--- config.mk ---
export PLATFORM = sky130hd
export DESIGN_NAME = lag_select
export DESIGN_NICKNAME = d
export VERILOG_FILES = /design/src/common/pitch_pkg.sv /design/src/lag_search/lag_select.sv
export SDC_FILE = /design/constraint.sdc
export NUM_CORES = 1
export LEC_CHECK = 0
export BUFFER_PORTS_ARGS = -buffer_cell sky130_fd_sc_hd__clkbuf_2
export CAP_MARGIN = 20
export CORE_MARGIN = 10
export CORE_UTILIZATION = 47
export DETAILED_ROUTE_END_ITERATION = 10
export GPL_ROUTABILITY_DRIVEN = 1
export PLACE_DENSITY = 0.78
export SLEW_MARGIN = 30
export SYNTH_ARGS = -nofsm -noshare
export SYNTH_HDL_FRONTEND = slang
export SYNTH_SLANG_ARGS = --single-unit
--- constraint.sdc ---
create_clock -name i_clock -period 5.1 [get_ports i_clock]
set_input_delay 1.53 -clock i_clock [delete_from_list [all_inputs] [get_ports i_clock]]
set_output_delay 1.53 -clock i_clock [all_outputs]
set_load 0.01 [all_outputs]
--- src/common/pitch_pkg.sv ---
`default_nettype none

package pitch_pkg;

	////////////////////////////////////////////////////////////////////////////
	// Datapath widths
	////////////////////////////////////////////////////////////////////////////

	localparam int SAMPLE_W = 16;
	localparam int ACC_W    = 32;
	localparam int LAG_W    = 8;

	// Address field of the test write port
	localparam int WR_AW    = 8;

	// Q31 saturation limits
	localparam logic [ACC_W-1:0] ACC_MAX = 32'h7fff_ffff;
	localparam logic [ACC_W-1:0] ACC_MIN = 32'h8000_0000;

	// Sequencer states
	typedef enum logic [1:0]
	{
		ST_IDLE  = 2'd0,
		ST_RUN   = 2'd1,
		ST_DRAIN = 2'd2,
		ST_DONE  = 2'd3
	} ctrl_state_t;

	////////////////////////////////////////////////////////////////////////////
	// Bundles between blocks
	////////////////////////////////////////////////////////////////////////////

	// Scratch memory write request
	typedef struct packed
	{
		logic                en;
		logic [WR_AW-1:0]    addr;
		logic [SAMPLE_W-1:0] data;
	} mem_wr_t;

	// One correlation step for a lane
	typedef struct packed
	{
		logic                valid;
		logic                clear;
		logic                last;
		logic [SAMPLE_W-1:0] x;
		logic [SAMPLE_W-1:0] e;
	} lane_in_t;

	// Finished correlation of one lag
	typedef struct packed
	{
		logic             valid;
		logic [ACC_W-1:0] corr;
	} lane_out_t;

	// Lag with its correlation, offered to the selector
	typedef struct packed
	{
		logic             valid;
		logic [LAG_W-1:0] lag;
		logic [ACC_W-1:0] corr;
	} cand_t;

endpackage

`default_nettype wire

--- src/lag_search/lag_select.sv ---
`default_nettype none
`timescale 1ns/100ps

module lag_select (
	input  logic                          i_clock,
	input  logic                          i_rst_n,
	input  logic                          i_start,
	input  pitch_pkg::cand_t              i_cand_a,
	input  pitch_pkg::cand_t              i_cand_b,
	output logic [pitch_pkg::LAG_W-1:0]   o_best_lag,
	output logic [pitch_pkg::ACC_W-1:0]   o_best_corr,
	output logic                          o_best_valid
);

	logic                          take_a;
	logic                          take_b;
	logic                          mid_valid;
	logic [pitch_pkg::LAG_W-1:0]   mid_lag;
	logic [pitch_pkg::ACC_W-1:0]   mid_corr;
	logic [pitch_pkg::LAG_W-1:0]   nxt_lag;
	logic [pitch_pkg::ACC_W-1:0]   nxt_corr;

	// Lane A first, then B against that result
	// Strict compare keeps the smaller lag on a tie
	always_comb
	begin
		take_a = i_cand_a.valid &&
			(!o_best_valid || ($signed(i_cand_a.corr) > $signed(o_best_corr)));
		mid_valid = o_best_valid || i_cand_a.valid;
		mid_lag   = take_a ? i_cand_a.lag : o_best_lag;
		mid_corr  = take_a ? i_cand_a.corr : o_best_corr;

		take_b = i_cand_b.valid &&
			(!mid_valid || ($signed(i_cand_b.corr) > $signed(mid_corr)));
		nxt_lag  = take_b ? i_cand_b.lag : mid_lag;
		nxt_corr = take_b ? i_cand_b.corr : mid_corr;
	end

	always_ff @(posedge i_clock)
	begin
		if (!i_rst_n)
		begin
			o_best_valid <= 1'b0;
			o_best_lag   <= '0;
			o_best_corr  <= '0;
		end
		else if (i_start)
		begin
			o_best_valid <= 1'b0;
			o_best_lag   <= '0;
			o_best_corr  <= '0;
		end
		else if (take_a || take_b)
		begin
			o_best_valid <= 1'b1;
			o_best_lag   <= nxt_lag;
			o_best_corr  <= nxt_corr;
		end
	end

endmodule

`default_nettype wire

==> out/metrics.csv <==
metric,value,unit
synthFlopType,dfxtp_1,
arrival,5940,ps
synthDominantCellAreaShare,21.6,%
root_buffer,clkbuf_8,
drv_slew,0,
critPathLaunchType,input port,
hp-class,reg -> reg,
period_minus_slack,5750,ps
ios,126,
most-common-layout-cells,"clkbuf_2 (121), buf_4 (90), nand4_1 (48), ha_1 (43), dfxtp_1 (41)",
portBuffers,125,
crit_chain,"clkbuf_2, ha_4, nand4_1, or4b_4, o221a_1, o21ai_2, buf_4, buf_4, buf_6, nand4_1, and2_4, ha_4, nand4_1, nor4_2, o21ai_1, a21oi_2, o31ai_4, buf_6, buf_6, o31ai_1, a31oi_1",
ys_ff_latch,41,
track_usage,25.8,%
critPathCaptureType,flip-flop,
leakagePower,0.00263,uW
dieArea,12100,sq um
cp_top_family,simple AND/OR/NAND/NOR gates,
vias,5328,
drt_iter0_markers,620,
max_freq,0.174,GHz
drtAntennaViolNets,0,
cts_buffer_depth,2,
m1WireLength,6460,um
setup_ws,-652,ps
worstSkewPairLatency,310,ps
grt_antenna_before_repair,0,
grt_pass1_wl,25200,um
dr.pass1.iters,8,
synth_warnings,0,
dieHeight,110,um
yosysSeqAreaShare,21.6,%
final_nets,841,
violations,setup timing,
whs,501,ps
path_max_fanout,10,
wl_per_cell,22.4,um
critPathBufInv,6,
synth_area_leader_cell,dfxtp_1,
p_sw_share,39.2,%
drc,0,
synth_fp_nets,635,
final_common_cell,clkbuf_2,
cts_sinks,41,
multi_input_area,3190,sq um
synth.distinct_cells,41,
syn_to_final_growth,61.1,%
p_seq_share,25.2,%
routed_wirelength,17800,um
crit_required,5290,ps
path_clk_slew,90,ps
synthCells,486,
final_util,78.4,%
highest_layer,met4,
slew_headroom,60.3,%
gp_congestion,0.874,
cts_made_buffers,5,
core_area,7810,sq um
ir_drop,0.129,mV
dr_wl_met3,1860,um
via_per_inst,6.70,
overflow,0,
tns,-22270,ps
cp_slowest_cell,or4b_4,
die_w,110,um
ys_async_sr_fraction,0,%
status,"complete, but fails checks",
grt_max_degree,42,
met2_length,8490,um
hold_buffers,0,
cellPowerDensity,237,nW/um^2
combPwrFrac,54.7,%
cts_tree,done,
htreeDepth,2,
period_share,113,%
hold_viol,0,
tightest_slew,595,ps
synth_edf_count,0,
grt_pass1_vias,5195,
cpPeakStageDelay,530,ps
p_clk_share,20.1,%
rsz0062_at_grt,true,
power_switching,568,uW
start_util,48.6,%
drive_above_1_share,46.0,%
cap_violations,0,
dp_hpwl,11000,um
finalClockSkew,5.13,ps
rows,32,
worstSetupPathType,in -> reg,
seq_area,821,sq um
netlist_top_cells_area,"dfxtp_1 (22%), ha_1 (21%), nand4_1 (7.9%)",
syn_area_per_cell,7.81,sq um
nFillCells,515,
syn-cell-area,3800,sq um
intPower,883,uW
setup_violations,40,
insertedDiodeCount,0,
[state kept, by name (all words and copies together), names as in the netlist, named ones only]
| signal | count |
|---|---|
| o_best_corr | 31 |
| o_best_lag | 8 |
| o_best_valid | 1 |
[worst reg2reg max path, stage by stage, from the launching register on]
cell     delay (ps)
dfxtp_1         410
inv_1           100
ha_4            270
and4_4          240
or4b_4          480
o221a_1         300
o21ai_2         230
buf_4           150
buf_4           120
buf_6           130
nand4_1         160
and2_4          200
ha_4            270
nand4_1         200
nor4_2          380
o21ai_1         160
a21oi_2         230
o31ai_4          90
buf_6           160
buf_6           150
o31ai_1         280
a31oi_1          90
[cell type report]
type / instances / area share (%)
multi-input combinational: 370 / 52.1
clock inverter: 2 / 0.613
timing repair buffer: 237 / 28.2
clock buffer: 6 / 1.35
inverter: 37 / 2.27
sequential: 41 / 13.4
tap: 102 / 2.09
[final timing paths]
check,start,end,slack (ps),cells after the start
worst min-delay path,o_best_lag[0]$_SDFFE_PP0P_,o_best_lag[0]$_SDFFE_PP0P_,500,2
worst min register to register,o_best_lag[0]$_SDFFE_PP0P_,o_best_lag[0]$_SDFFE_PP0P_,500,2
worst max-delay path,i_cand_a[14],o_best_corr[10]$_SDFFE_PP0P_,-650,21
worst max register to register,o_best_corr[10]$_SDFFE_PP0P_,o_best_corr[10]$_SDFFE_PP0P_,190,21
[stage by stage]
step	cells	setup WS (ps)	power [uW]	cell area, sq um
4_1_cts	787	-187	1340	5820
5_1_grt	795	-683	1520	6120
3_5_place_dp	762	-824	938	5190
2_1_floorplan	486	-117	700	3960
6_report	795	-652	1450	6120
3_3_place_gp	762	-642	916	5190
[routing by layer]
metal	track usage [%]	vias to the layer above
met5	0	-
met4	11.8	0
met3	5.73	124
met2	44.5	443
met1	29.6	2484
li1	-	2277
[cells by family (layout without fill, tap and decap cells)]
group	Yosys count	after routing	synth area share [%]
AO/OA/AOI/OAI	174	174	28.7
AND/OR/NAND/NOR	132	132	20.0
buffers and inverters	75	282	8.57
adder cells (fa/ha/maj)	64	64	21.1
flip-flops	41	41	21.6
[power by group through the flow]
stage,sequential (uW),combinational [uW],clock (uW)
finish,366,794,291
floorplan,379,321,0
detailed placement,371,567,0
CTS,364,684,289
global placement,370,546,0
global route,368,842,305
[what timing repair did]
item	4_1_cts	5_1_grt
hold endpoints to repair	0	0
pin swaps	36	35
endpoints found under the setup margin	40	40
resized for setup	61	41
buffers inserted	14	8
gates cloned	3	0
[synth_stat cells (all sizes together) (3+ instances only)]
| library cell | count |
|---|---|
| clkbuf | 20 |
| nor2 | 5 |
| nor3 | 4 |
| nand3 | 6 |
| o31ai | 42 |
| nand4 | 48 |
| and2 | 31 |
| o21a | 3 |
| dfxtp | 41 |
| inv | 37 |
| buf | 18 |
| a21oi | 28 |
| a31oi | 40 |
| nand2 | 24 |
| o21ai | 49 |
| ha | 64 |
No activity file was read; power rests on OpenSTA's default activity.
