$ cat src/common/pitch_pkg.sv
`default_nettype none

package pitch_pkg;

	////////////////////////////////////////////////////////////////////////////
	// Datapath widths
	////////////////////////////////////////////////////////////////////////////

	localparam int SAMPLE_W = 16;
	localparam int ACC_W    = 32;
	localparam int LAG_W    = 8;

	// Address field of the test write port
	localparam int WR_AW    = 8;

	// Q31 saturation limits
	localparam logic [ACC_W-1:0] ACC_MAX = 32'h7fff_ffff;
	localparam logic [ACC_W-1:0] ACC_MIN = 32'h8000_0000;

	// Sequencer states
	typedef enum logic [1:0]
	{
		ST_IDLE  = 2'd0,
		ST_RUN   = 2'd1,
		ST_DRAIN = 2'd2,
		ST_DONE  = 2'd3
	} ctrl_state_t;

	////////////////////////////////////////////////////////////////////////////
	// Bundles between blocks
	////////////////////////////////////////////////////////////////////////////

	// Scratch memory write request
	typedef struct packed
	{
		logic                en;
		logic [WR_AW-1:0]    addr;
		logic [SAMPLE_W-1:0] data;
	} mem_wr_t;

	// One correlation step for a lane
	typedef struct packed
	{
		logic                valid;
		logic                clear;
		logic                last;
		logic [SAMPLE_W-1:0] x;
		logic [SAMPLE_W-1:0] e;
	} lane_in_t;

	// Finished correlation of one lag
	typedef struct packed
	{
		logic             valid;
		logic [ACC_W-1:0] corr;
	} lane_out_t;

	// Lag with its correlation, offered to the selector
	typedef struct packed
	{
		logic             valid;
		logic [LAG_W-1:0] lag;
		logic [ACC_W-1:0] corr;
	} cand_t;

endpackage

`default_nettype wire

$ cat src/lag_search/lag_search_ctrl.sv
`default_nettype none
`timescale 1ns/100ps

module lag_search_ctrl #(
	parameter int L_SUBFR  = 40,
	parameter int PIT_MAX  = 143,
	parameter int EXC_BASE = 64,
	parameter int ADDR_W   = 8
)(
	input  logic                          i_clock,
	input  logic                          i_rst_n,
	input  logic                          i_start,
	input  logic                          i_test_mode,
	input  logic [pitch_pkg::LAG_W-1:0]   i_t_min,
	input  logic [pitch_pkg::LAG_W-1:0]   i_t_max,
	output logic [ADDR_W-1:0]             o_x_addr,
	output logic [ADDR_W-1:0]             o_ea_addr,
	output logic [ADDR_W-1:0]             o_eb_addr,
	output logic                          o_valid_a,
	output logic                          o_valid_b,
	output logic                          o_clear,
	output logic                          o_last,
	output logic                          o_done,
	output logic [pitch_pkg::LAG_W-1:0]   o_lag
);

	localparam int N_W          = $clog2(L_SUBFR);
	localparam int EXC_ORG      = EXC_BASE + PIT_MAX;
	localparam int DRAIN_CYCLES = 3;
	localparam int LW           = pitch_pkg::LAG_W;

	pitch_pkg::ctrl_state_t state;

	logic [N_W-1:0] n_cnt;
	logic [LW-1:0]  lag;
	logic [LW-1:0]  t_max_q;
	logic [LW-1:0]  lag_d1;
	logic [LW:0]    lag_step;
	logic           start_ok;
	logic           pair_end;
	logic           range_end;
	logic           iss_valid;
	logic           iss_valid_b;

	assign start_ok  = (state == pitch_pkg::ST_IDLE) && i_start && !i_test_mode;
	assign iss_valid = (state == pitch_pkg::ST_RUN);
	assign pair_end  = (n_cnt == N_W'(L_SUBFR - 1));
	assign lag_step  = {1'b0, lag} + (LW+1)'(2);
	// Next pair would start above the range
	assign range_end = (lag_step > {1'b0, t_max_q});
	// Odd lag of the pair only while T+1 stays inside the range
	assign iss_valid_b = iss_valid && (lag < t_max_q);

	// Address triple for x[n], exc[n-T] and exc[n-T-1]
	assign o_x_addr  = ADDR_W'(n_cnt);
	assign o_ea_addr = ADDR_W'(EXC_ORG + int'(n_cnt) - int'(lag));
	assign o_eb_addr = ADDR_W'(EXC_ORG + int'(n_cnt) - int'(lag) - 1);

	assign o_done = (state == pitch_pkg::ST_DONE);

	////////////////////////////////////////////////////////////////////////////
	// Sequencer
	////////////////////////////////////////////////////////////////////////////

	always_ff @(posedge i_clock)
	begin
		if (!i_rst_n)
		begin
			state   <= pitch_pkg::ST_IDLE;
			n_cnt   <= '0;
			lag     <= '0;
			t_max_q <= '0;
		end
		else
		begin
			case (state)
				pitch_pkg::ST_IDLE:
				begin
					if (start_ok)
					begin
						state   <= pitch_pkg::ST_RUN;
						n_cnt   <= '0;
						lag     <= i_t_min;
						t_max_q <= i_t_max;
					end
				end
				pitch_pkg::ST_RUN:
				begin
					if (pair_end)
					begin
						n_cnt <= '0;
						if (range_end)
							state <= pitch_pkg::ST_DRAIN;
						else
							lag <= lag_step[LW-1:0];
					end
					else
						n_cnt <= n_cnt + 1'b1;
				end
				// n_cnt counts the drain cycles here
				pitch_pkg::ST_DRAIN:
				begin
					if (n_cnt == N_W'(DRAIN_CYCLES - 1))
					begin
						n_cnt <= '0;
						state <= pitch_pkg::ST_DONE;
					end
					else
						n_cnt <= n_cnt + 1'b1;
				end
				pitch_pkg::ST_DONE:
					state <= pitch_pkg::ST_IDLE;
				default:
					state <= pitch_pkg::ST_IDLE;
			endcase
		end
	end

	// Strobes lined up with the memory read data
	always_ff @(posedge i_clock)
	begin
		if (!i_rst_n)
		begin
			o_valid_a <= 1'b0;
			o_valid_b <= 1'b0;
			o_clear   <= 1'b0;
			o_last    <= 1'b0;
		end
		else
		begin
			o_valid_a <= iss_valid;
			o_valid_b <= iss_valid_b;
			o_clear   <= iss_valid && (n_cnt == '0);
			o_last    <= iss_valid && pair_end;
		end
	end

	// Lag follows the pair down to the lane result
	always_ff @(posedge i_clock)
	begin
		lag_d1 <= lag;
		o_lag  <= lag_d1;
	end

	a_lag_range: assert property (@(posedge i_clock) disable iff (!i_rst_n)
		start_ok |-> (i_t_min <= i_t_max) && (int'(i_t_max) <= PIT_MAX))
		else $error("lag range at start is out of order or above PIT_MAX");

endmodule

`default_nettype wire

$ cat config.mk
export PLATFORM = sky130hd
export DESIGN_NAME = lag_search_ctrl
export DESIGN_NICKNAME = d
export VERILOG_FILES = /design/src/common/pitch_pkg.sv /design/src/lag_search/lag_search_ctrl.sv
export SDC_FILE = /design/constraint.sdc
export NUM_CORES = 1
export LEC_CHECK = 0
export BUFFER_PORTS_ARGS = -buffer_cell sky130_fd_sc_hd__buf_2
export CELL_PAD_IN_SITES_DETAIL_PLACEMENT = 1
export CELL_PAD_IN_SITES_GLOBAL_PLACEMENT = 2
export CORE_MARGIN = 4
export CORE_UTILIZATION = 24
export DETAILED_ROUTE_END_ITERATION = 7
export PLACE_DENSITY = 0.73
export SLEW_MARGIN = 15
export SYNTH_ARGS = -nofsm -noshare
export SYNTH_HDL_FRONTEND = slang
export SYNTH_SLANG_ARGS = --single-unit
$ cat constraint.sdc
create_clock -name i_clock -period 7.25 [get_ports i_clock]
set_clock_uncertainty 0.15 [all_clocks]
set_input_delay 1.0875 -clock i_clock [delete_from_list [all_inputs] [get_ports i_clock]]
set_output_delay 1.0875 -clock i_clock [all_outputs]
set_load 0.05 [all_outputs]
==> results.py <==
metrics = {
    "run_status": {
        "status": "finished clean",
    },
    "logic_synthesis": {
        "synth_top_family_by_area": "adder cells",
        "yosysTopAreaCell": "dfxtp_1",
        "synth-edff-count": 0,
        "syn_area_um2": 2670,
        "synth_compound_area_share_pct": 16.7,
        "ys_top_cells_by_area": "dfxtp_1, ha_1, inv_1",
        "synth_xor_area_share_pct": 5.57,
        "synth_top_cell_area_share_pct": 33.0,
        "synthMuxAreaShare_pct": 2.29,
        "yosysUniqueCellTypes": 56,
        "ys.flop_type": "dfxtp_1",
        "yosys.area_share.adder_pct": 18.1,
        "avgSynthCellArea_um2": 8.79,
        "ys_ff_latch": 44,
        "async_flop_share_pct": 0,
        "synthSimpleGateAreaFrac_pct": 17.7,
        "syn-instance-count": 304,
        "yosys_warnings": 0,
        "ys_seq_area_share_pct": 33.0,
    },
    "route": {
        "via_count": 2295,
        "final_antenna_net_count": 0,
        "wl_per_cell_um": 14.7,
        "drt_pre_antenna_iters": 4,
        "drt-vias-per-instance": 4.61,
        "wirelength_mm": 7.30,
        "drt-initial-drc-count": 42,
        "drcViolationCount": 0,
    },
    "worst_setup_path": {
        "cp-startpoint": "lag[1]",
        "cp_cell_sequence": "inv_1 > ha_1 > ha_1 > fa_1 > a21o_1 > a21oi_2 > xnor2_1 > nor4_2 > xor2_1 > buf_2",
        "crit_required_ps": 6010,
        "cpMaxStageDelayCell": "dfxtp_1",
        "critPathCaptureType": "output pin",
        "cp_slowest_stage_delay_ps": 460,
        "critical_path_class": "flip-flop to output pin",
        "timing.critical_path.mode_cell": "ha_1",
        "reg2reg_depth": 10,
        "crit_fanout": 7,
        "start_kind": "flip-flop",
        "cp.arrival_ps": 3110,
        "r2r-start": "lag[2]",
    },
    "global_routing": {
        "grt_first_pass_wirelength_mm": 12.0,
        "antenna_found_initial": 0,
        "overflow": 0,
        "grt_usage_pct": 11.6,
        "first_global_vias": 2362,
        "grt_start_max_net_pins": 18,
    },
    "timing": {
        "maxSlewViolCount": 0,
        "fmax_mhz": 230,
        "rsz0062_at_grt": "no",
        "hold_viol": 0,
        "finalSetupViolCount": 0,
        "maxSlewHeadroom_pct": 61.2,
        "setup_tns_ps": 0,
        "min_period_ps": 4350,
        "tightest_slew_ps": 580,
        "setup_slack_ps": 2900,
        "fin_crit_sh_pct": 60.0,
    },
    "cts": {
        "cts_sinks": 44,
        "cts_root_buf": "clkbuf_8",
        "cts_tree": "built",
        "post-cts-setup-buffers": 0,
        "ctsHoldBuffers": 0,
        "clkTransAtPathRegs_ps": 90,
        "cts_buffers": 5,
        "cts_max_level": 2,
        "cts_resized": 0,
        "clock_latency_ps": 300,
        "clock_path_buffers": 2,
    },
    "floorplanning": {
        "rows": 38,
        "dieArea_um2": 12900,
        "start_util_pct": 24.5,
        "dieHeight_um": 114,
        "core-area_um2": 10900,
        "num_io_pins": 57,
        "fp.dieW_um": 114,
    },
    "final_layout": {
        "postLayoutCellArea_um2": 3170,
        "utilization_pct": 29.2,
        "syn2layout_area_growth_pct": 18.8,
        "diodes": 0,
        "nets": 415,
        "fillers": 1323,
        "drive_above_1_share_pct": 20.7,
        "instances_no_fill": 498,
    },
    "power_and_ir_drop": {
        "seqPwrFrac_pct": 24.6,
        "combinationalPowerShare_pct": 63.8,
        "power_switching_share_pct": 53.7,
        "clkPwrFrac_pct": 11.6,
        "p_leak_nw": 1.44,
        "switchingPower_mw": 0.747,
        "power_density_nw_per_um2": 438,
        "vdd_ir_drop_max_v": 0.000223,
        "internal-power_mw": 0.644,
    },
    "place": {
        "dp_hpwl_mm": 5.92,
        "place_inst": 490,
        "gp_congestion": 0.752,
        "port_buffers": 54,
        "preCtsSetupSlack_ps": 3210,
        "placed_area_um2": 3080,
    },
    "worst_hold_path": {
        "hold_depth": 0,
        "hold_class": "flip-flop to flip-flop",
        "hp-start": "lag_d1[0]",
    },
    "run": {
        "drv_cap": 0,
    },
}
-- area by class of cell --
| cell class | count | area (um^2) | share of cell area [%] |
|---|---|---|---|
| inverter | 34 | 128 | 4.02 |
| clock inverter | 3 | 23.8 | 0.749 |
| multi-input combinational | 217 | 1620 | 51.0 |
| timing repair buffer | 55 | 278 | 8.75 |
| tap | 140 | 175 | 5.52 |
| sequential | 44 | 881 | 27.7 |
| clock buffer | 5 | 68.8 | 2.17 |
-- worst paths after layout --
check	endpoint	slack, ps
max	o_eb_addr[7]	2900
min	o_lag[0]	180
max reg2reg	lag[1]	4180
min reg2reg	o_lag[0]	180
-- Yosys cell counts, types with 6 or more instances --
cell type and number:
nand4_1 8, xor2_1 9, a21o_1 6, o21ai_0 6, ha_1 37, nand3_1 6
nand2_1 34, nor2_1 16, inv_1 34, xnor2_1 8, dfxtp_1 44, a21oi_1 18
-- per-layer routing --
metal / global-route usage [%] / part of all wire [%] / vias up
met5: 0 / 0 / -
met4: 2.16 / 0.59 / 0
met3: 2.33 / 3.7 / 5
met2: 19.7 / 49 / 33
met1: 15.5 / 47 / 1101
li1: - / - / 1156
-- stage by stage --
step           total power [mW]  hold slack, ps
2_1_floorplan              1.04             160
3_3_place_gp               1.23             161
3_5_place_dp               1.25             166
4_1_cts                    1.41             183
5_1_grt                    1.50             193
6_report                   1.39             184
-- logic make-up (layout without fill, tap and decap cells) --
kind of cell    count (synthesis)  count (layout)
fa+ha+maj                      38              38
mux                             6               6
compound gates                 60              60
simple gates                   94              94
buf+inv                        44              97
other cells                     1               2
flops                          44              44
xor+xnor                       17              17
-- critical path, delay by kind of cell (launching register included) --
| family | cells | cell delay [ps] |
|---|---|---|
| adder cells (fa/ha/maj) | 3 | 920 |
| AO/OA/AOI/OAI | 2 | 390 |
| XOR/XNOR | 2 | 330 |
| flip-flops | 1 | 460 |
| AND/OR/NAND/NOR | 1 | 320 |
| buffers and inverters | 2 | 400 |
-- power by group through the flow --
stage | combinational [mW] | sequential [mW] | clock [mW]
2_1_floorplan | 0.632 | 0.404 | 0
3_3_place_gp | 0.879 | 0.348 | 0
3_5_place_dp | 0.897 | 0.349 | 0
4_1_cts | 0.900 | 0.343 | 0.168
5_1_grt | 0.968 | 0.350 | 0.178
6_report | 0.887 | 0.342 | 0.161
-- state kept, by name (all words and copies together), names as in the netlist --
name	cells
o_valid_b	1
o_last	1
lag	8
n_cnt	6
state	2
o_clear	1
lag_d1	8
o_lag	8
o_valid_a	1
t_max_q	8
-- layout by cell type (no fill, tap or decap), drive strengths merged, types with 3 or more instances in the layout --
| cell type | instances |
|---|---|
| ha | 37 |
| or3 | 5 |
| inv | 34 |
| a31oi | 4 |
| mux2i | 5 |
| nand2 | 34 |
| buf | 55 |
| dfxtp | 44 |
| nand4 | 8 |
| nor2 | 16 |
| nor3b | 3 |
| o211ai | 3 |
| nor4 | 3 |
| a21oi | 19 |
| a21o | 6 |
| clkbuf | 5 |
| nand3 | 6 |
| nor2b | 4 |
| o21ai | 9 |
| xnor2 | 8 |
| nor3 | 4 |
| xor2 | 9 |
(Power assumes the default switching activity.)
