--- config.mk ---
export PLATFORM = sky130hd
export DESIGN_NAME = corr_lane
export DESIGN_NICKNAME = d
export VERILOG_FILES = /design/src/common/pitch_pkg.sv /design/src/lag_search/corr_lane.sv
export SDC_FILE = /design/constraint.sdc
export NUM_CORES = 1
export LEC_CHECK = 0
export ABC_AREA = 1
export BUFFER_PORTS_ARGS = -buffer_cell sky130_fd_sc_hd__buf_2
export CAP_MARGIN = 10
export CORE_MARGIN = 2
export CORE_UTILIZATION = 40
export DETAILED_ROUTE_END_ITERATION = 12
export GPL_ROUTABILITY_DRIVEN = 0
export PLACE_DENSITY = 0.57
export SYNTH_ARGS = -nofsm -noshare
export SYNTH_HDL_FRONTEND = slang
export SYNTH_SLANG_ARGS = --single-unit
--- constraint.sdc ---
create_clock -name i_clock -period 13.49 [get_ports i_clock]
set_input_delay 4.047 -clock i_clock [delete_from_list [all_inputs] [get_ports i_clock]]
set_output_delay 4.047 -clock i_clock [all_outputs]
set_load 0.005 [all_outputs]
--- src/common/pitch_pkg.sv ---
`default_nettype none

package pitch_pkg;

	////////////////////////////////////////////////////////////////////////////
	// Datapath widths
	////////////////////////////////////////////////////////////////////////////

	localparam int SAMPLE_W = 16;
	localparam int ACC_W    = 32;
	localparam int LAG_W    = 8;

	// Address field of the test write port
	localparam int WR_AW    = 8;

	// Q31 saturation limits
	localparam logic [ACC_W-1:0] ACC_MAX = 32'h7fff_ffff;
	localparam logic [ACC_W-1:0] ACC_MIN = 32'h8000_0000;

	// Sequencer states
	typedef enum logic [1:0]
	{
		ST_IDLE  = 2'd0,
		ST_RUN   = 2'd1,
		ST_DRAIN = 2'd2,
		ST_DONE  = 2'd3
	} ctrl_state_t;

	////////////////////////////////////////////////////////////////////////////
	// Bundles between blocks
	////////////////////////////////////////////////////////////////////////////

	// Scratch memory write request
	typedef struct packed
	{
		logic                en;
		logic [WR_AW-1:0]    addr;
		logic [SAMPLE_W-1:0] data;
	} mem_wr_t;

	// One correlation step for a lane
	typedef struct packed
	{
		logic                valid;
		logic                clear;
		logic                last;
		logic [SAMPLE_W-1:0] x;
		logic [SAMPLE_W-1:0] e;
	} lane_in_t;

	// Finished correlation of one lag
	typedef struct packed
	{
		logic             valid;
		logic [ACC_W-1:0] corr;
	} lane_out_t;

	// Lag with its correlation, offered to the selector
	typedef struct packed
	{
		logic             valid;
		logic [LAG_W-1:0] lag;
		logic [ACC_W-1:0] corr;
	} cand_t;

endpackage

`default_nettype wire

--- src/lag_search/corr_lane.sv ---
`default_nettype none
`timescale 1ns/100ps

module corr_lane (
	input  logic                 i_clock,
	input  logic                 i_rst_n,
	input  pitch_pkg::lane_in_t  i_cmd,
	output pitch_pkg::lane_out_t o_res
);

	localparam int AW = pitch_pkg::ACC_W;

	logic signed [AW-1:0] raw_prod;
	logic [AW-1:0]        product;
	logic [AW-1:0]        acc;
	logic [AW-1:0]        acc_in;
	logic [AW:0]          sum_wide;
	logic [AW-1:0]        sum_sat;
	logic                 res_valid;
	logic [AW-1:0]        res_corr;
	logic                 both_min;

	assign raw_prod = $signed(i_cmd.x) * $signed(i_cmd.e);
	assign both_min = (i_cmd.x == 16'h8000) && (i_cmd.e == 16'h8000);

	// L_mult, the doubled product saturates only for -1 * -1
	assign product = both_min ? pitch_pkg::ACC_MAX : {raw_prod[AW-2:0], 1'b0};

	// First sample of a lag starts from zero
	assign acc_in = i_cmd.clear ? '0 : acc;

	// L_add with one guard bit
	assign sum_wide = {acc_in[AW-1], acc_in} + {product[AW-1], product};

	always_comb
	begin
		if (sum_wide[AW] != sum_wide[AW-1])
			sum_sat = sum_wide[AW] ? pitch_pkg::ACC_MIN : pitch_pkg::ACC_MAX;
		else
			sum_sat = sum_wide[AW-1:0];
	end

	always_ff @(posedge i_clock)
	begin
		if (i_cmd.valid)
			acc <= sum_sat;
		if (i_cmd.valid && i_cmd.last)
			res_corr <= sum_sat;
	end

	always_ff @(posedge i_clock)
	begin
		if (!i_rst_n)
			res_valid <= 1'b0;
		else
			res_valid <= i_cmd.valid && i_cmd.last;
	end

	assign o_res = {res_valid, res_corr};

	// Top must qualify the shared clear with the lane's own valid
	a_clear_valid: assert property (@(posedge i_clock) disable iff (!i_rst_n)
		i_cmd.clear |-> i_cmd.valid)
		else $error("lane clear without valid");

endmodule

`default_nettype wire

==> results.env, run 1 <==
OUTCOME='completed'
SYNTH_FP_NETS=2494
SLEW_VIOLATIONS=0
CLK-INSERTION-DELAY-LATE_PS=340
SETUP-VIOLATIONS-FINAL=0
PLACE.PORT_BUFFERS=69
DETAIL_ROUTE.FIRST_PASS.ITERATIONS=5
WORST_SETUP_PATH_END_KIND='flip-flop'
CRITICAL_PATH_CLASS='input port to flip-flop'
WORST_PATH_CELL_WITH_THE_LONGEST_STAGE_DELAY='sky130_fd_sc_hd__fa_1'
FIN_TNS_SETUP_PS=0
ANTENNA_LEFT=0
FP.DIEAREA_SQ_MM=0.03987
TIGHTESTPINTRANSITION_PS=878.7
GRT_MAX_DEGREE=34
WIRE_PER_INST_UM=15.17
YOSYS.AREA_SHARE.ADDER=0.4274
CTS.CLK_SLEW.WORST_PATHS_PS=60
SYNTH.CELL_AREA_SQ_MM=0.01532
CP.BUFFERS_INVERTERS=5
TRITONCTS.NUM_BUFFERS=9
N_ANTENNA_CELL=0
NUMBER_OF_ANTENNA_VIOLATIONS_AT_THE_FIRST_CHECK_IN_GLOBAL_ROUTING=0
CTS_TREE='built'
ASYNC_RESET_FF_FRAC=0
FINALCRITPERIODSHARE=0.8554
WORST-R2R-CELL-COUNT=16
CORE.ROWCOUNT=71
IOS=70
RSZ0062_AT_GRT='false'
CTS_MAX_LEVEL=3
GRT_FIRST_PASS_WIRELENGTH_UM=66970
DRTITER0DRC=748
SYNTH.AREA.MUX_SHARE=0
ROUTE.DETAILED.DRC=0
SYNTH-SEQ-CELLS=65
WP_DEPTH=31
MAXCLOCKFREQUENCY_MHz=86.66
DETAILED_PLACE_HPWL_UM=33200
POST_DP_CELL_AREA_SQ_MM=0.01600
GLOBALROUTETOTALUTIL=0.2127
DIE_W_UM=199.7
NETLIST-CELL-TYPE-COUNT=34
SEQ_AREA_FRAC_SYNTH=0.1268
PERIOD_MINUS_SLACK_PS=11540
ROUTED_VIA_DENSITY=4.823
SYNTHXORXNORAREAFRAC=0.01372
FINALWIRELENGTH_UM=39600
FILLER_CELL_COUNT=3970
CRITICAL_PATH.MOST_COMMON_CELL='sky130_fd_sc_hd__nand2_1'
TIMING.CRITICAL_PATH.FROM_TYPE='input port'
SYNTHESIS.AREA_PER_INSTANCE_SQ_UM=7.336
AREA_DELTA_SYNTH_FINAL_PCT=6.118
POSTLAYOUTCOREUTIL=0.4315
FINALHOLDVIOLATIONS=0
TIMING.SLEW.HEADROOM=0.4142
SYNTH-COMPOUND-AREA-SHARE=0.04427
WORSTPATHMAXFANOUT=31
FINAL_LAYOUT_SIZE_SUFFIX_GT1_FRAC=0.05479
CORE_AREA_SQ_MM=0.03767
DIE_H_UM=199.7
CTS.HOLD.BUFFERS_ADDED=0
WORSTHOLDPATHCELLS=5
SYNTH_TOP_FAMILY_BY_AREA='adder cells'
MIN_PATH_TYPE='flip-flop to flip-flop'
HOLDWS_PS=816.8
CRIT_ARRIVAL_PS=11600
FINAL_NET_COUNT=2501
GR-TOTAL-OVERFLOW=0
CRIT_FAMILY='adder cells'
YS.WARNINGS.COUNT=0
CTS-ROOT-TO-SINK-BUFFERS=2
POST_CTS.RESIZED_INSTANCES=0
POSTLAYOUTCELLAREA_SQ_MM=0.01625
CTS.SINKS=65
GRT_PASS1_VIAS=13087
SYNTH_TOP_FLOP_CELL='sky130_fd_sc_hd__edfxtp_1'
ROOT_BUFFER='sky130_fd_sc_hd__clkbuf_16'
POST_SYNTH_EDFFS=64
POST_CTS.REPAIR.SETUP_BUFFERS=0
MAX_CAP_VIOL_COUNT=0
CP_DATA_REQUIRED_TIME_PS=13550
WORST_CLOCK_SKEW_PS=8.250
VIA_COUNT=12588
FLOORPLAN.INITIALDENSITY=0.4067
SLOWEST_DELAY_PS=660
SIMPLE_GATE_PORTION_OF_THE_SYNTHESIZED_AREA=0.2277
SYNTH_CELLS=2088
==> per-stage QoR <==
step	worst slack, ps	std cells
6_report	1950	2610
5_1_grt	1289	2610
4_1_cts	1950	2610
3_5_place_dp	1651	2595
3_3_place_gp	1623	2595
2_1_floorplan	2868	2088
==> synthesized netlist by cell type, types with 2 or more instances <==
master	instances	share of area
sky130_fd_sc_hd__nand3_1	60	0.020
sky130_fd_sc_hd__a21o_1	2	0.00098
sky130_fd_sc_hd__nor4_1	4	0.0016
sky130_fd_sc_hd__clkbuf_1	61	0.015
sky130_fd_sc_hd__nand3b_1	6	0.0029
sky130_fd_sc_hd__buf_2	7	0.0023
sky130_fd_sc_hd__nor2_2	3	0.0012
sky130_fd_sc_hd__xnor2_1	6	0.0034
sky130_fd_sc_hd__buf_6	3	0.0022
sky130_fd_sc_hd__buf_1	3	0.00074
sky130_fd_sc_hd__a31o_2	2	0.0011
sky130_fd_sc_hd__o21ai_0	35	0.011
sky130_fd_sc_hd__edfxtp_1	64	0.13
sky130_fd_sc_hd__inv_2	8	0.0020
sky130_fd_sc_hd__or2_2	14	0.0057
sky130_fd_sc_hd__nand2_2	4	0.0016
sky130_fd_sc_hd__inv_1	561	0.14
sky130_fd_sc_hd__and3_1	2	0.00082
sky130_fd_sc_hd__nand2_1	592	0.15
sky130_fd_sc_hd__o21bai_1	6	0.0029
sky130_fd_sc_hd__xor2_1	18	0.010
sky130_fd_sc_hd__nor3_1	9	0.0029
sky130_fd_sc_hd__nor2_1	136	0.033
sky130_fd_sc_hd__fa_1	257	0.34
sky130_fd_sc_hd__ha_1	112	0.091
sky130_fd_sc_hd__o21a_1	7	0.0034
sky130_fd_sc_hd__nand4_1	27	0.011
sky130_fd_sc_hd__a21oi_1	73	0.024
==> kinds of logic after synthesis <==
family          Yosys count
fa+ha+maj               369
xor+xnor                 24
compound gates          126
simple gates            860
buf+inv                 644
flops                    65
==> registers in the layout (all words and copies together) (netlist names) <==
register,cells
res_valid,1
acc,32
res_corr,32
==> layout make-up <==
cell class	instances	area [sq um]	share of cell area
well taps	511	639.4	0.03934
repair buffers	71	360.3	0.02217
flip-flops and latches	65	1942	0.1195
clock inverters	4	21.27	0.001309
multi-input cells	1379	10920	0.6720
inverters	569	2136	0.1314
clock buffers	11	232.7	0.01432
==> worst reg2reg max path, cell delays in order (launching register included) <==
cell	delay [ps]
sky130_fd_sc_hd__edfxtp_1	360
sky130_fd_sc_hd__inv_1	60
sky130_fd_sc_hd__nor2_1	40
sky130_fd_sc_hd__ha_1	280
sky130_fd_sc_hd__fa_1	470
sky130_fd_sc_hd__nand3_1	100
sky130_fd_sc_hd__nand3_1	130
sky130_fd_sc_hd__nand2_1	90
sky130_fd_sc_hd__nand2_1	180
sky130_fd_sc_hd__nand2_1	130
sky130_fd_sc_hd__nand2_2	80
sky130_fd_sc_hd__nand2_1	90
sky130_fd_sc_hd__nand3_1	110
sky130_fd_sc_hd__nand2_2	130
sky130_fd_sc_hd__nand2_2	380
sky130_fd_sc_hd__nand2_1	200
sky130_fd_sc_hd__nand2_1	90
==> path summary, 6_finish.rpt <==
check / from / to / slack (ps)
worst max-delay path: i_cmd[1] / acc[14] / 1950
worst min-delay path: acc[0] / res_corr[0] / 820
worst min register to register: acc[0] / res_corr[0] / 820
worst max register to register: acc[0] / acc[14] / 10290
==> layer usage <==
| layer | GRT usage | vias up | wire length (um) |
|---|---|---|---|
| met5 | 0 | - | 0 |
| met4 | 0.04719 | 0 | 707 |
| met3 | 0.01958 | 50 | 1564 |
| met2 | 0.3656 | 303 | 19150 |
| met1 | 0.2911 | 6131 | 18180 |
| li1 | - | 6104 | - |
==> placed cells by master (no fill, tap or decap), types with 2 or more instances in the layout <==
cell,synthesis,routed
sky130_fd_sc_hd__a21o_1,2,2
sky130_fd_sc_hd__a21oi_1,73,73
sky130_fd_sc_hd__a31o_2,2,2
sky130_fd_sc_hd__and3_1,2,2
sky130_fd_sc_hd__buf_2,7,69
sky130_fd_sc_hd__buf_4,1,2
sky130_fd_sc_hd__clkbuf_1,61,2
sky130_fd_sc_hd__clkbuf_16,0,9
sky130_fd_sc_hd__clkinv_2,0,2
sky130_fd_sc_hd__edfxtp_1,64,64
sky130_fd_sc_hd__fa_1,257,257
sky130_fd_sc_hd__ha_1,112,112
sky130_fd_sc_hd__inv_1,561,561
sky130_fd_sc_hd__inv_2,8,8
sky130_fd_sc_hd__nand2_1,592,592
sky130_fd_sc_hd__nand2_2,4,4
sky130_fd_sc_hd__nand3_1,60,60
sky130_fd_sc_hd__nand3b_1,6,6
sky130_fd_sc_hd__nand4_1,27,27
sky130_fd_sc_hd__nor2_1,136,136
sky130_fd_sc_hd__nor2_2,3,3
sky130_fd_sc_hd__nor3_1,9,9
sky130_fd_sc_hd__nor4_1,4,4
sky130_fd_sc_hd__o21a_1,7,7
sky130_fd_sc_hd__o21ai_0,35,35
sky130_fd_sc_hd__o21bai_1,6,6
sky130_fd_sc_hd__or2_2,14,14
sky130_fd_sc_hd__xnor2_1,6,6
sky130_fd_sc_hd__xor2_1,18,18
Power of run 1 is left out: the tool's default activity adds up to more than one toggle a clock period on the data nets, which glitch-free logic cannot reach.
==> run 2, diff against run 1 <==
CORE_UTILIZATION = 55   (was 40)
PLACE_DENSITY = 0.74   (was 0.57)
==> run 2 against run 1 <==
- via count is 2.2% higher
- maximum frequency about the same
- count of clock-buffer cells in the layout fell by 1
- setup slack gained 4.2 ps
- utilization grew 15 points
- flip-flop and latch count stayed put
- global-route usage grew 6.5 points
- final area is 0.67% lower
- wire length fell by 4.3%
- critical path type unchanged
==> results.env, run 2 (same netlist as run 1, synthesis figures left out) <==
MAXCLOCKFREQUENCY_MHz=86.69
CLK-INSERTION-DELAY-LATE_PS=340
WORSTHOLDPATHCELLS=5
GRT_PASS1_VIAS=13421
WORST_CLOCK_SKEW_PS=7.614
TIGHTESTPINTRANSITION_PS=830.3
CORE_AREA_SQ_MM=0.02763
CTS.HOLD.BUFFERS_ADDED=0
CRIT_ARRIVAL_PS=11600
PLACE.PORT_BUFFERS=69
MAX_CAP_VIOL_COUNT=0
POST_CTS.RESIZED_INSTANCES=0
FINAL_NET_COUNT=2501
NUMBER_OF_ANTENNA_VIOLATIONS_AT_THE_FIRST_CHECK_IN_GLOBAL_ROUTING=0
RSZ0062_AT_GRT='false'
HOLDCRITSTARTPOINT='acc[0]'
CRITICAL_PATH_CLASS='input port to flip-flop'
ANTENNA_LEFT=0
FILLER_CELL_COUNT=2624
TRITONCTS.NUM_BUFFERS=9
GLOBALROUTETOTALUTIL=0.2780
R2R_SETUP_SLACK_PS=10310
CORE.ROWCOUNT=61
WORST_R2R_STARTPOINT='acc[0]'
FINAL_LAYOUT_SIZE_SUFFIX_GT1_FRAC=0.05619
GRT_MAX_DEGREE=34
CTS_MAX_LEVEL=3
DIE_W_UM=170.9
GR-TOTAL-OVERFLOW=0
WORST_PATH_CELL_WITH_THE_LONGEST_STAGE_DELAY='sky130_fd_sc_hd__fa_1'
CTS-ROOT-TO-SINK-BUFFERS=2
FINALCRITPERIODSHARE=0.8551
DIE_H_UM=170.9
FIN_TNS_SETUP_PS=0
WORST-R2R-CELL-COUNT=15
FP.DIEAREA_SQ_MM=0.02920
N_ANTENNA_CELL=0
VIA_COUNT=12870
CRITICAL_PATH.MOST_COMMON_CELL='sky130_fd_sc_hd__nand2_1'
POST_CTS.REPAIR.SETUP_BUFFERS=0
TIMING.CRITICAL_PATH.FROM_TYPE='input port'
SETUP-VIOLATIONS-FINAL=0
PERIOD_MINUS_SLACK_PS=11540
HOLD_END='res_corr[0]'
WIRE_PER_INST_UM=15.29
WORSTPATHMAXFANOUT=27
DRTITER0DRC=980
SLOWEST_DELAY_PS=650
LAYOUT_COMMONEST_CELL='sky130_fd_sc_hd__nand2_1'
FLOORPLAN.INITIALDENSITY=0.5544
LAYOUT.CELLS.MOST_COMMON_LIST='592 x sky130_fd_sc_hd__nand2_1, 561 x sky130_fd_sc_hd__inv_1, 257 x sky130_fd_sc_hd__fa_1'
REG_TOP3='acc: 32 flops, res_corr: 32 flops, res_valid: 1 flops'
WORST_SETUP_PATH_END_KIND='flip-flop'
IOS=70
ROUTED_VIA_DENSITY=5.194
MIN_PATH_TYPE='flip-flop to flip-flop'
CRIT_FAMILY='adder cells'
CTS.CLK_SLEW.WORST_PATHS_PS=50
GRT_FIRST_PASS_WIRELENGTH_UM=64310
ROUTE.DETAILED.DRC=0
CTS_TREE='built'
CRIT-REG2REG-CAPTURE='acc[10]'
DETAILED_PLACE_HPWL_UM=31500
CP_DATA_REQUIRED_TIME_PS=13550
AREA_DELTA_SYNTH_FINAL_PCT=5.408
FINALHOLDVIOLATIONS=0
DETAIL_ROUTE.FIRST_PASS.ITERATIONS=7
FINALWIRELENGTH_UM=37890
ROOT_BUFFER='sky130_fd_sc_hd__clkbuf_16'
CP.BUFFERS_INVERTERS=6
SLEW_VIOLATIONS=0
OUTCOME='completed'
CTS.SINKS=65
TIMING.SLEW.HEADROOM=0.4465
[run 2: changes by cell type in the layout (fill, tap and decap cells not counted), sizes merged]
cell,before,now
bufinv,0,2
clkbuf,11,10
[run 2: cell type report]
class / instances / area, sq um / share of cell area
Tap cell: 378 / 473.0 / 0.02929
Clock inverter: 6 / 82.58 / 0.005115
Inverter: 569 / 2136 / 0.1323
Clock buffer: 10 / 229.0 / 0.01418
Multi-Input combinational cell: 1379 / 10920 / 0.6765
Timing Repair Buffer: 71 / 360.3 / 0.02232
Sequential cell: 65 / 1942 / 0.1203
[run 2: per-stage QoR]
step | area, sq um | instances | utilization | hold WS, ps | setup slack, ps
after floorplan | 15320 | 2088 | - | 741.5 | 2868
after global placement | 15830 | 2462 | 0.5731 | 778.0 | 1767
after detailed placement | 15830 | 2462 | 0.5731 | 809.4 | 1668
after CTS | 16150 | 2478 | 0.5844 | 823.6 | 1999
after global routing | 16150 | 2478 | 0.5844 | 910.0 | 1499
final | 16150 | 2478 | 0.5844 | 826.3 | 1954
[run 2: metal layers]
metal	GRT usage	vias to the layer above	wire length (um)
met5	0	-	0
met4	0.07996	0	955
met3	0.03077	86	2305
met2	0.4886	444	18610
met1	0.3645	6212	16020
li1	-	6128	-
[run 2: worst max-delay path by stage]
stage                         from           end  cells after the start
after floorplan           i_cmd[1]        acc[1]                     32
after global placement    i_cmd[1]       acc[26]                     30
after detailed placement  i_cmd[1]       acc[17]                     30
after CTS                 i_cmd[1]  res_corr[17]                     30
after global routing      i_cmd[1]  res_corr[20]                     32
final                     i_cmd[1]       acc[10]                     30
[run 2: worst register-to-register path: cells and delay by family, from the launching register on]
family / cells / cell delay, ps
and+or+nand+nor: 11 / 1360
DFF: 1 / 360
adders and majority gates: 2 / 740
buffers and inverters: 2 / 430
Power of run 2 is left out for the same reason.
